$ cat src/source/trigger_pkg.sv
// trigger path package: widths, record codes, FIFO sizing and FSM states
`default_nettype none

package trigger_pkg;

    // ----------------------------------------------------------------------
    // field widths
    // ----------------------------------------------------------------------
    localparam int NUM_CHAN   = 5;
    localparam int TRIG_NUM_W = 24;
    localparam int TS_W       = 44; // ~5 days of 40 MHz ticks
    localparam int TYPE_W     = 5;
    localparam int DELAY_W    = 16;
    localparam int WIDTH_W    = 4;

    typedef logic [TRIG_NUM_W-1:0] trig_num_t;  // starts at 1
    typedef logic [TS_W-1:0]       timestamp_t; // in ttc_clk cycles
    typedef logic [TYPE_W-1:0]     trig_type_t;
    typedef logic [NUM_CHAN-1:0]   chan_mask_t; // one bit per channel
    typedef logic [DELAY_W-1:0]    delay_t;
    typedef logic [WIDTH_W-1:0]    width_t;     // pulse width threshold

    // front panel type codes
    localparam trig_type_t TRIG_TYPE_PULSE_SHORT = 5'h08;
    localparam trig_type_t TRIG_TYPE_PULSE_LONG  = 5'h09;

    // record source tag
    localparam logic SRC_TTC   = 1'b0;
    localparam logic SRC_PULSE = 1'b1;

    // ----------------------------------------------------------------------
    // record FIFO
    // ----------------------------------------------------------------------
    localparam int FIFO_DEPTH       = 16;
    localparam int FIFO_ALMOST_FULL = 14;
    localparam int FIFO_PTR_W       = $clog2(FIFO_DEPTH);

    typedef logic [FIFO_PTR_W-1:0] fifo_ptr_t;
    typedef logic [FIFO_PTR_W:0]   fifo_cnt_t; // one extra bit, holds DEPTH

    // ----------------------------------------------------------------------
    // state machines
    // ----------------------------------------------------------------------
    typedef enum logic {
        TTR_IDLE,
        TTR_PENDING  // record waits for grant
    } ttr_state_t;

    typedef enum logic [1:0] {
        PTR_IDLE,
        PTR_HIGH,    // pulse in progress
        PTR_PENDING
    } ptr_state_t;

    typedef enum logic [1:0] {
        CAC_IDLE,
        CAC_DELAY,
        CAC_WAIT_DONE
    } cac_state_t;

endpackage

`default_nettype wire

$ cat src/source/trig_record_if.sv
// trigger record link from a receiver to the record arbiter
`default_nettype none

interface trig_record_if;
    import trigger_pkg::*;

    logic       valid;     // record presented, fields stable
    logic       grant;     // transfer happens this cycle
    trig_num_t  num;
    trig_type_t trig_type;
    timestamp_t timestamp;

    // receiver side
    modport source (
        output valid,
        output num,
        output trig_type,
        output timestamp,
        input  grant
    );

    modport arbiter (
        input  valid,
        input  num,
        input  trig_type,
        input  timestamp,
        output grant
    );

endinterface

`default_nettype wire

$ cat src/source/channel_acq_controller.sv
// channel acquisition controller: delays the trigger, fans it out, collects dones
`default_nettype none

module channel_acq_controller (
    input  logic                    ttc_clk,
    input  logic                    rst,
    input  logic                    acq_trigger, // one-cycle pulse
    input  trigger_pkg::chan_mask_t chan_en,
    input  trigger_pkg::delay_t     trig_delay,
    input  trigger_pkg::chan_mask_t chan_dones,
    output trigger_pkg::chan_mask_t chan_trig,
    output logic                    acq_ready
);
    import trigger_pkg::*;

    cac_state_t state;
    delay_t     delay_cnt;
    chan_mask_t mask; // chan_en at the trigger

    assign acq_ready = (state == CAC_IDLE);

    // fires trig_delay+1 cycles after acq_trigger
    assign chan_trig = (state == CAC_DELAY && delay_cnt == '0) ? mask : '0;

    always_ff @(posedge ttc_clk) begin
        if (rst) begin
            state <= CAC_IDLE;
        end else begin
            case (state)
                CAC_IDLE: begin
                    if (acq_trigger) begin
                        state <= CAC_DELAY;
                    end
                end
                CAC_DELAY: begin
                    if (delay_cnt == '0) begin
                        state <= CAC_WAIT_DONE;
                    end
                end
                CAC_WAIT_DONE: begin
                    // all enabled channels done together
                    if ((chan_dones & mask) == mask) begin
                        state <= CAC_IDLE;
                    end
                end
                default: state <= CAC_IDLE;
            endcase
        end
    end

    // delay count and latched mask
    always_ff @(posedge ttc_clk) begin
        if (state == CAC_IDLE && acq_trigger) begin
            delay_cnt <= trig_delay;
            mask      <= chan_en;
        end else if (state == CAC_DELAY && delay_cnt != '0) begin
            delay_cnt <= delay_cnt - 1'b1;
        end
    end

    // ----------------------------------------------------------------------
    // checks
    // ----------------------------------------------------------------------
    a_trig_in_mask : assert property (@(posedge ttc_clk) disable iff (rst)
        (chan_trig & ~mask) == '0);

    // receiver must only trigger an idle controller
    a_trig_when_idle : assert property (@(posedge ttc_clk) disable iff (rst)
        acq_trigger |-> state == CAC_IDLE);

endmodule

`default_nettype wire

$ cat src/source/pulse_trigger_receiver.sv
// front panel trigger receiver: gates pulses, sorts them by width, timestamps them
`default_nettype none

module pulse_trigger_receiver (
    input  logic                    ttc_clk,
    input  logic                    rst,
    input  logic                    ext_trigger,           // level
    input  logic                    accept_pulse_triggers,
    input  trigger_pkg::width_t     fp_trig_width,         // short/long split
    input  trigger_pkg::timestamp_t timestamp,
    trig_record_if.source           rec
);
    import trigger_pkg::*;

    ptr_state_t state;
    logic       ext_prev;
    logic       rise;
    width_t     high_cnt; // saturates at all ones
    trig_num_t  next_num;

    assign rise      = ext_trigger && !ext_prev;
    assign rec.valid = (state == PTR_PENDING);

    always_ff @(posedge ttc_clk) begin
        if (rst) begin
            state    <= PTR_IDLE;
            ext_prev <= 1'b0;
            next_num <= trig_num_t'(1);
        end else begin
            ext_prev <= ext_trigger;
            case (state)
                PTR_IDLE: begin
                    if (rise && accept_pulse_triggers) begin
                        state <= PTR_HIGH;
                    end
                end
                PTR_HIGH: begin
                    if (!ext_trigger) begin // falling edge
                        state    <= PTR_PENDING;
                        next_num <= next_num + 1'b1;
                    end
                end
                PTR_PENDING: begin
                    if (rec.grant) begin
                        state <= PTR_IDLE;
                    end
                end
                default: state <= PTR_IDLE;
            endcase
        end
    end

    // ----------------------------------------------------------------------
    // width measurement and record fields
    // ----------------------------------------------------------------------
    always_ff @(posedge ttc_clk) begin
        if (state == PTR_IDLE && rise) begin
            rec.timestamp <= timestamp;
            high_cnt      <= width_t'(1); // first high cycle
        end else if (state == PTR_HIGH) begin
            if (ext_trigger) begin
                if (high_cnt != '1) begin
                    high_cnt <= high_cnt + 1'b1;
                end
            end else begin
                rec.num       <= next_num;
                rec.trig_type <= (high_cnt >= fp_trig_width) ? TRIG_TYPE_PULSE_LONG
                                                             : TRIG_TYPE_PULSE_SHORT;
            end
        end
    end

endmodule

`default_nettype wire

$ cat src/source/trigger_record_arbiter.sv
// record arbiter: TTC over pulse, one grant per cycle into the shared FIFO
`default_nettype none

module trigger_record_arbiter (
    trig_record_if.arbiter           ttc_rec,
    trig_record_if.arbiter           pulse_rec,
    input  logic                     fifo_full,
    output logic                     wr_en,
    output logic                     wr_source,
    output trigger_pkg::trig_num_t   wr_num,
    output trigger_pkg::trig_type_t  wr_type,
    output trigger_pkg::timestamp_t  wr_timestamp
);
    import trigger_pkg::*;

    // fixed priority, nothing while full
    assign ttc_rec.grant   = ttc_rec.valid && !fifo_full;
    assign pulse_rec.grant = pulse_rec.valid && !ttc_rec.valid && !fifo_full;

    assign wr_en     = ttc_rec.grant || pulse_rec.grant;
    assign wr_source = ttc_rec.valid ? SRC_TTC : SRC_PULSE;

    // winner's fields
    always_comb begin
        if (ttc_rec.valid) begin
            wr_num       = ttc_rec.num;
            wr_type      = ttc_rec.trig_type;
            wr_timestamp = ttc_rec.timestamp;
        end else begin
            wr_num       = pulse_rec.num;
            wr_type      = pulse_rec.trig_type;
            wr_timestamp = pulse_rec.timestamp;
        end
    end

    always_comb begin
        a_one_grant : assert (!(ttc_rec.grant && pulse_rec.grant));
    end

endmodule

`default_nettype wire

$ cat src/source/trigger_record_fifo.sv
// trigger record FIFO: register array, first-word fall-through, almost-full flag
`default_nettype none

module trigger_record_fifo (
    input  logic                    ttc_clk,
    input  logic                    rst,
    input  logic                    wr_en,
    input  logic                    wr_source,
    input  trigger_pkg::trig_num_t  wr_num,
    input  trigger_pkg::trig_type_t wr_type,
    input  trigger_pkg::timestamp_t wr_timestamp,
    output logic                    full,
    output logic                    almost_full,
    input  logic                    rd_ready,
    output logic                    rd_valid,
    output logic                    rd_source,
    output trigger_pkg::trig_num_t  rd_num,
    output trigger_pkg::trig_type_t rd_type,
    output trigger_pkg::timestamp_t rd_timestamp
);
    import trigger_pkg::*;

    logic       src_mem [FIFO_DEPTH];
    trig_num_t  num_mem [FIFO_DEPTH];
    trig_type_t type_mem[FIFO_DEPTH];
    timestamp_t ts_mem  [FIFO_DEPTH];

    fifo_ptr_t wr_ptr;
    fifo_ptr_t rd_ptr;
    fifo_cnt_t count; // occupancy
    logic      rd_en;

    assign rd_valid    = (count != '0);
    assign rd_en       = rd_valid && rd_ready;
    assign full        = (count == fifo_cnt_t'(FIFO_DEPTH));
    assign almost_full = (count >= fifo_cnt_t'(FIFO_ALMOST_FULL));

    always_ff @(posedge ttc_clk) begin
        if (rst) begin
            wr_ptr <= '0;
            rd_ptr <= '0;
            count  <= '0;
        end else begin
            if (wr_en) wr_ptr <= wr_ptr + 1'b1;
            if (rd_en) rd_ptr <= rd_ptr + 1'b1;
            case ({wr_en, rd_en})
                2'b10:   count <= count + 1'b1;
                2'b01:   count <= count - 1'b1;
                default: count <= count; // both or neither
            endcase
        end
    end

    always_ff @(posedge ttc_clk) begin
        if (wr_en) begin
            src_mem[wr_ptr]  <= wr_source;
            num_mem[wr_ptr]  <= wr_num;
            type_mem[wr_ptr] <= wr_type;
            ts_mem[wr_ptr]   <= wr_timestamp;
        end
    end

    // head entry
    assign rd_source    = src_mem[rd_ptr];
    assign rd_num       = num_mem[rd_ptr];
    assign rd_type      = type_mem[rd_ptr];
    assign rd_timestamp = ts_mem[rd_ptr];

    // arbiter holds off on full
    a_no_write_full : assert property (@(posedge ttc_clk) disable iff (rst)
        wr_en |-> !full);

endmodule

`default_nettype wire

$ cat src/source/trigger_top.sv
// trigger path top: TTC and pulse receivers, channel control, shared record FIFO
`default_nettype none

module trigger_top (
    input  logic                    ttc_clk,               // 40 MHz
    input  logic                    rst,
    // trigger inputs
    input  logic                    ttc_trigger,
    input  logic                    ext_trigger,
    input  logic                    accept_pulse_triggers,
    input  trigger_pkg::trig_type_t trig_type,
    input  trigger_pkg::chan_mask_t chan_en,
    input  trigger_pkg::delay_t     trig_delay,
    input  trigger_pkg::width_t     fp_trig_width,
    // channels
    input  trigger_pkg::chan_mask_t chan_dones,
    output trigger_pkg::chan_mask_t chan_trig,
    output logic                    acq_ready,
    // record readout
    input  logic                    rec_ready,
    output logic                    rec_valid,
    output logic                    rec_source,
    output trigger_pkg::trig_type_t rec_type,
    output trigger_pkg::trig_num_t  rec_num,
    output trigger_pkg::timestamp_t rec_timestamp,
    output logic                    fifo_almost_full,
    output logic                    error_trig_rate
);
    import trigger_pkg::*;

    // ----------------------------------------------------------------------
    // internal nets
    // ----------------------------------------------------------------------
    logic       acq_trigger;
    timestamp_t timestamp;
    logic       fifo_full;
    logic       wr_en;
    logic       wr_source;
    trig_num_t  wr_num;
    trig_type_t wr_type;
    timestamp_t wr_timestamp;

    trig_record_if ttc_rec ();
    trig_record_if pulse_rec ();

    ttc_trigger_receiver u_ttc_rx (
        .ttc_clk(ttc_clk), .rst(rst),
        .ttc_trigger(ttc_trigger),
        .trig_type(trig_type),
        .acq_ready(acq_ready),
        .acq_trigger(acq_trigger),
        .timestamp(timestamp),
        .rec(ttc_rec.source),
        .error_trig_rate(error_trig_rate)
    );

    pulse_trigger_receiver u_pulse_rx (
        .ttc_clk(ttc_clk), .rst(rst),
        .ext_trigger(ext_trigger),
        .accept_pulse_triggers(accept_pulse_triggers),
        .fp_trig_width(fp_trig_width),
        .timestamp(timestamp),           // shared time base
        .rec(pulse_rec.source)
    );

    channel_acq_controller u_cac (
        .ttc_clk(ttc_clk), .rst(rst),
        .acq_trigger(acq_trigger),
        .chan_en(chan_en),
        .trig_delay(trig_delay),
        .chan_dones(chan_dones),
        .chan_trig(chan_trig),
        .acq_ready(acq_ready)
    );

    trigger_record_arbiter u_arb (
        .ttc_rec(ttc_rec.arbiter),
        .pulse_rec(pulse_rec.arbiter),
        .fifo_full(fifo_full),
        .wr_en(wr_en), .wr_source(wr_source),
        .wr_num(wr_num), .wr_type(wr_type), .wr_timestamp(wr_timestamp)
    );

    trigger_record_fifo u_fifo (
        .ttc_clk(ttc_clk), .rst(rst),
        .wr_en(wr_en), .wr_source(wr_source),
        .wr_num(wr_num), .wr_type(wr_type), .wr_timestamp(wr_timestamp),
        .full(fifo_full),
        .almost_full(fifo_almost_full),
        .rd_ready(rec_ready), .rd_valid(rec_valid), .rd_source(rec_source),
        .rd_num(rec_num), .rd_type(rec_type), .rd_timestamp(rec_timestamp)
    );

endmodule

`default_nettype wire

$ cat src/source/ttc_trigger_receiver.sv
// TTC trigger receiver: admits backplane triggers, numbers and timestamps them
`default_nettype none

module ttc_trigger_receiver (
    input  logic                    ttc_clk,
    input  logic                    rst,
    input  logic                    ttc_trigger,     // one-cycle strobe
    input  trigger_pkg::trig_type_t trig_type,
    input  logic                    acq_ready,       // from channel controller
    output logic                    acq_trigger,
    output trigger_pkg::timestamp_t timestamp,       // free-running
    trig_record_if.source           rec,
    output logic                    error_trig_rate  // sticky
);
    import trigger_pkg::*;

    ttr_state_t state;
    trig_num_t  next_num;
    logic       accept;

    // controller ready and no record left waiting
    assign accept    = ttc_trigger && acq_ready && (state == TTR_IDLE || rec.grant);
    assign rec.valid = (state == TTR_PENDING);

    // ----------------------------------------------------------------------
    // control
    // ----------------------------------------------------------------------
    always_ff @(posedge ttc_clk) begin
        if (rst) begin
            state           <= TTR_IDLE;
            timestamp       <= '0;
            next_num        <= trig_num_t'(1);
            acq_trigger     <= 1'b0;
            error_trig_rate <= 1'b0;
        end else begin
            timestamp   <= timestamp + 1'b1;
            acq_trigger <= accept; // one cycle after sampling

            if (accept) begin
                state    <= TTR_PENDING;
                next_num <= next_num + 1'b1;
            end else if (rec.grant) begin
                state <= TTR_IDLE;
            end

            // too soon, dropped
            if (ttc_trigger && !accept) begin
                error_trig_rate <= 1'b1;
            end
        end
    end

    // record fields
    always_ff @(posedge ttc_clk) begin
        if (accept) begin
            rec.num       <= next_num;
            rec.trig_type <= trig_type;
            rec.timestamp <= timestamp; // value at the trigger edge
        end
    end

    // a presented record is only withdrawn by a transfer
    a_valid_held : assert property (@(posedge ttc_clk) disable iff (rst)
        rec.valid && !rec.grant |=> rec.valid);

endmodule

`default_nettype wire

$ cat config.mk
export PLATFORM = sky130hd
export DESIGN_NAME = trigger_top
export DESIGN_NICKNAME = d
export VERILOG_FILES = /design/src/source/trigger_pkg.sv /design/src/source/trig_record_if.sv /design/src/source/channel_acq_controller.sv /design/src/source/pulse_trigger_receiver.sv /design/src/source/trigger_record_arbiter.sv /design/src/source/trigger_record_fifo.sv /design/src/source/trigger_top.sv /design/src/source/ttc_trigger_receiver.sv
export SDC_FILE = /design/constraint.sdc
export NUM_CORES = 1
export LEC_CHECK = 0
export BUFFER_PORTS_ARGS = -buffer_cell sky130_fd_sc_hd__buf_2
export CORE_MARGIN = 2
export CORE_UTILIZATION = 62
export CTS_CLUSTER_DIAMETER = 80
export DETAILED_ROUTE_END_ITERATION = 7
export PLACE_DENSITY = 0.79
export SYNTH_ARGS = -nofsm -noshare
export SYNTH_HDL_FRONTEND = slang
export SYNTH_HIERARCHICAL = 1
export SYNTH_SLANG_ARGS = --single-unit
$ cat constraint.sdc
create_clock -name ttc_clk -period 8.56 [get_ports ttc_clk]
set_input_delay 0.856 -clock ttc_clk [delete_from_list [all_inputs] [get_ports ttc_clk]]
set_output_delay 0.856 -clock ttc_clk [all_outputs]
set_load 0.03 [all_outputs]
## Yosys cells after proc, flatten, opt, wreduce, memory -nomap -nowiden

Memory sizes are Yosys's and may differ from the RTL's. A register that Yosys moved wholly into a read port is not among the register bits.
Cells that the tools add are included.

- Add/subtract/negate cells: 9
- Magnitude comparators: 2
- Equal/unequal tests: 15
- Mux-type cells: 29
- Bitwise operators: 4
- Reduce and logical (&&, ||, !) cells: 32

Operators with widths:

| operator | count |
|---|---|
| $add 24x1->24 const B | 2 |
| $add 44x1->44 const B | 1 |
| $mux 44 | 1 |
| $mux 16 | 2 |
| $mux 4 | 8 |
| $mux 24 | 1 |
| $logic_not 16->1 | 1 |
| $reduce_bool 16->1 | 1 |
| $sub 16x1->16 const B | 1 |
| $logic_and 1x1->1 | 13 |
| $add 4x1->4 const B | 3 |
| $mux 2 | 6 |
| $pmux 2 s3 | 2 |
| $reduce_and 3->1 | 4 |
| $mux 5 | 2 |
| $pmux 5 s2 | 1 |
| $eq 2x1->1 const B | 3 |
| $eq 2x2->1 const B | 3 |
| $mux 1 | 6 |
| $ne 2x1->1 const B | 3 |
| $ne 2x2->1 const B | 3 |
| $reduce_bool 2->1 | 3 |
| $add 5x1->5 const B | 1 |
| $and 5x5->5 | 1 |
| other kinds (12) | 19 |

- Bits in registers: 284
- Bits in writable memories: 1184
- Input bits: 41
- Output and inout port bits: 83
- Logic and storage cells: 116
- Memories kept: 4

Memories:

| name | depth | width | read ports | clocked after Yosys merged registers in | write ports | RTL line | RTL |
|---|---|---|---|---|---|---|---|
| u_fifo.ts_mem | 16 | 44 | 1 | 1 | 1 | trigger_record_fifo.sv:26 | `timestamp_t ts_mem [FIFO_DEPTH];` |
| u_fifo.num_mem | 16 | 24 | 1 | 1 | 1 | trigger_record_fifo.sv:24 | `trig_num_t num_mem [FIFO_DEPTH];` |
| u_fifo.type_mem | 16 | 5 | 1 | 1 | 1 | trigger_record_fifo.sv:25 | `trig_type_t type_mem[FIFO_DEPTH];` |
| u_fifo.src_mem | 16 | 1 | 1 | 1 | 1 | trigger_record_fifo.sv:23 | `logic src_mem [FIFO_DEPTH];` |

## Longest topological paths before layout

- Depth in word-level cells: 7
- Depth in mapped cells: 14
- Gate-level depth less buffers: 11

## Hierarchy

The synthesis kept the hierarchy.

By module, submodules not included:

| module | times used | cells an instance | area each (sq um) | seq. area each (sq um) |
|---|---|---|---|---|
| trigger_record_fifo | 1 | 1750 | 45383.5 | 35894.4 |
| ttc_trigger_receiver | 1 | 483 | 5706.7 | 3613.5 |
| pulse_trigger_receiver | 1 | 251 | 3699.8 | 2692.6 |
| channel_acq_controller | 1 | 122 | 1238.7 | 670.6 |
| trigger_record_arbiter | 1 | 86 | 1023.5 | 0.0 |

## Least setup slack after synthesis

Ideal clock, no wire load.

- Path type: input to register
- Start: input port ext_trigger
- End: register u_pulse_rx.rec.timestamp[0] (enable)
- Setup time: 0.587 ns
- Arrival time: 5.690 ns
- Required time: 7.973 ns
- Slack: 2.283 ns
- Stages: 1
- Buffers on the path: 0
- Path through: nor4b_1

- Word-level cells in the longest chain between the ends: 2

Ends and longest elaborated chain:

| element | RTL line | RTL |
|---|---|---|
| start, declared | trigger_top.sv:9 | `input logic ext_trigger,` |
| $logic_and 1x1->1 | pulse_trigger_receiver.sv:21 | `assign rise = ext_trigger && !ext_prev;` |
| $logic_and 1x1->1 | pulse_trigger_receiver.sv:57 | `if (state == PTR_IDLE && rise) begin` |
| end, declared | trig_record_if.sv:18 | `output timestamp,` |

Every way passes these cells.
A chain may end at the register's enable or synchronous reset.

==> metrics.md <==
| Metric | Value |
|---|---|
| Worst Path Arrival | 4.14 ns |
| DR iter-0 viols | slightly above 4,000 |
| Commonest non-fill, non-tap cells in the layout | edfxtp_1 (1,347), mux4_2 (370), clkbuf_16 (144), buf_2 (122), dfxtp_1 (116) |
| Clock Tree Buf Depth | 3 |
| Worst vdd ir | 0.000209 V |
| Period utilisation layout | 0.584 |
| Gpl congestion | 0.786 |
| Share of synthesized area occupied by flip-flops and latches | 0.751 |
| Distinct cells, synth | 66 |
| Startpoint Class | register |
| Vias | 28,400 |
| Layout cells sized above 1 | 0.290 |
| First-pass GRT wire length | 193 mm |
| Clock Latency Late Sink | 0.75 ns |
| Average size of a mapped cell | around 21 µm² |
| Num Clock Sinks | 1,468 |
| Detail Placement HPWL | 62.5 mm |
| Post-Synth XOR/XNOR Area | 0.00798 |
| Psw | around 0.0040 W |
| Row count | 111 |
| Vias per inst | a little under 7 |
| Area Growth Syn to Fin | 11.0% |
| Clock power share | 0.378 |
| RSZ-0062 raised after global routing | false |
| Placed Instances | 3,896 |
| Run status | complete, no violations |
| Largest net degree at the start of global routing | 140 |
| Total gr overflow | 0 |
| Resize count post-CTS | 0 |
| Final setup viols | 0 |
| Crit path kind | reg2out |
| Wire length per cell | 31.4 µm |
| I/O pins | 124 |
| Setup repair bufs after CTS | 0 |
| DRT antenna net count | 0 |
| CP required | about 7.7 ns |
| PortBufs | 123 |
| Yosys reg bits | 1,468 |
| Commonest non-fill, non-tap cell in the layout | edfxtp_1 |
| Final Hold Vio Count | 0 |
| Internal power | between 0.01 and 0.015 W |
| Slew @ Worst Pin | between 1 and 1.5 ns |
| Initial antenna violation count | 5 |
| GRT busiest layer | met2 |
| Fmax | 0.200 GHz |
| CTS H-Tree Depth | 4 |
| Synthesized-area fraction occupied by and/or/nand/nor cells | 0.0391 |
| Horiz. Die Dim | 307 µm |
| Post-Synth Adder-Cell Area | 0.00373 |
| Worst setup EP type | output pin |
| CTS Buf Count | about 140 |
| # hold bufs at CTS | 0 |
| Post-synthesis compound-gate area fraction | 0.0141 |
| Max_cap viols | 0 |
| Final WL | 130 mm |
| Initial DRT Pass Iterations | 6 |
| Post-synth EDFFs | 1,347 |
| Number of global-route vias before repair | roughly 29,000 |
| Hold Crit Class | in2reg |
| Setup TNS | 0 ns |
| Power Density | 264 nW/µm² |
| GR Util met3 | 0.0493 |
| CTS tree | done |
| Die Footprint | 94,500 µm² |
| Comb pwr share | 0.129 |
| CP Max Fanout | 50 |
| Post-synthesis mux area share | 0.166 |
| Cell count after synthesis | approximately 2,700 |
| Clock transition at path regs | 0.06 ns |
| Placeable Area | 91,400 µm² |
| Yosys Warn Count | 6 |
| Sequential power share | 0.493 |
| Drt drc | 0 |
| Mapped Area | ~57,000 µm² |
| Die Y | 307 µm |
| Nets | 2,911 |
| GR Layer Usage met2 | 0.468 |
| Total GRT Usage | 0.283 |
| Min Tclk post-route | 5.00 ns |
| Leakage Power | 19.9 nW |
| Sw Ratio | 0.237 |
| Root Buffer | clkbuf_16 |
| Ant. Diodes | 0 |
| Combinational family with the most area after synthesis | multiplexers |
| Top FF cell, synth | edfxtp_1 |
| Slew headroom | 0.188 |
| Post-synth ARST share | 0 |
| Final Max Tran Viols | 0 |
| GR Layer Usage met1 | 0.391 |
| Initial core utilization | 0.624 |
| Setup Skew | 0.0314 ns |
| Final Non-Filler Cells | just over 4,000 |
==> worst max-delay path, cell delays in order, from the launching register on <==
cell,delay [ns]
dfxtp_4,0.99
buf_4,0.95
mux4_2,0.65
mux4_2,0.54
buf_2,0.21
==> sequential cells by signal (all words and copies together) (netlist names), 5 cells and up, named ones only <==
| register | cells |
|---|---|
| u_fifo/num_mem | 384 |
| u_pulse_rx/rec.timestamp | 44 |
| u_fifo/type_mem | 80 |
| u_ttc_rx/next_num | 24 |
| u_ttc_rx/rec.num | 24 |
| u_fifo/ts_mem | 704 |
| u_ttc_rx/rec.trig_type | 5 |
| u_cac/delay_cnt | 16 |
| u_pulse_rx/next_num | 24 |
| u_cac/mask | 5 |
| u_pulse_rx/rec.num | 24 |
| u_ttc_rx/timestamp | 44 |
| u_ttc_rx/rec.timestamp | 44 |
| u_fifo/src_mem | 16 |
| u_fifo/count | 5 |
==> power groups by stage <==
| stage | Clock [W] | Sequential (W) | Combinational [W] |
|---|---|---|---|
| floorplan | 0 | 0.00829 | 0.00170 |
| global placement | 0 | 0.00836 | 0.00206 |
| detailed placement | 0 | 0.00838 | 0.00213 |
| CTS | 0.00638 | 0.00823 | 0.00217 |
| global route | 0.00663 | 0.00825 | 0.00227 |
| finish | 0.00631 | 0.00823 | 0.00215 |
==> cell type report <==
cell class | count | area, µm²
clock inverter | 82 | 908
timing repair buffer | 152 | 886
multi-input combinational | 1064 | 13300
tap | 1186 | 1480
fill | 5225 | 28100
sequential | 1468 | 42900
inverter | 26 | 98.8
clock buffer | 170 | 3770
==> metrics by stage <==
step / utilization / power, W / worst slack (ns) / cell area [µm²] / hold slack, ns
final: 0.693 / 0.0167 / 3.56 / 63300 / 0.289
after global placement: 0.642 / 0.0104 / 4.29 / 58600 / 0.439
after floorplan: - / 0.00999 / 2.28 / 57100 / 0.422
after global routing: 0.693 / 0.0172 / 3.26 / 63300 / 0.260
after detailed placement: 0.642 / 0.0105 / 4.24 / 58600 / 0.462
after CTS: 0.693 / 0.0168 / 3.45 / 63300 / 0.252
==> Yosys cell counts, types with 8 or more instances <==
library cell	instances	area (µm²)
edfxtp_1	1347	40400
mux4_2	370	8330
dfxtp_1	121	2420
nor2_1	79	297
mux2_2	64	721
clkbuf_1	58	218
nand2_1	57	214
a21oi_1	56	280
nand3_1	37	185
buf_6	33	372
o21ai_0	32	160
or4_1	31	233
o31ai_1	30	225
nand4_1	29	181
xor2_1	28	245
buf_2	26	130
inv_1	26	97.6
mux2_4	26	390
nor4_1	24	150
xnor2_1	24	210
and2_1	23	144
nor2b_1	22	138
ha_1	17	213
or3_1	16	100
and4_1	11	96.3
nor3_1	11	55.1
and3_1	10	62.6
buf_1	8	30.0
==> layer usage <==
| layer | wire length (µm) | vias up |
|---|---|---|
| met5 | 26 | - |
| met4 | 3690 | 4 |
| met3 | 12300 | 265 |
| met2 | 66300 | 1821 |
| met1 | 48000 | 14800 |
| li1 | - | 11500 |
==> logic make-up (layout without fill, tap and decap cells) <==
group           after synthesis  count (layout)
compound gates              137             137
xor+xnor                     52              52
flops                      1468            1468
simple gates                389             389
other cells                   2               4
mux                         465             465
fa+ha+maj                    17              17
buf+inv                     162             430
==> path summary, 6_finish.rpt <==
| check | start | end | slack [ns] | cells after the start |
|---|---|---|---|---|
| max | register | rec_num[22] | 3.56 | 4 |
| min | trig_type[3] | u_ttc_rx/rec.trig_type[3] | 0.29 | 1 |
| min reg2reg | u_ttc_rx/next_num[23] | u_ttc_rx/rec.num[23] | 0.46 | 0 |
| max reg2reg | u_fifo/count[1] | u_fifo/ts_mem[9][21] | 4.66 | 7 |
No activity file was read; power rests on OpenSTA's default activity.
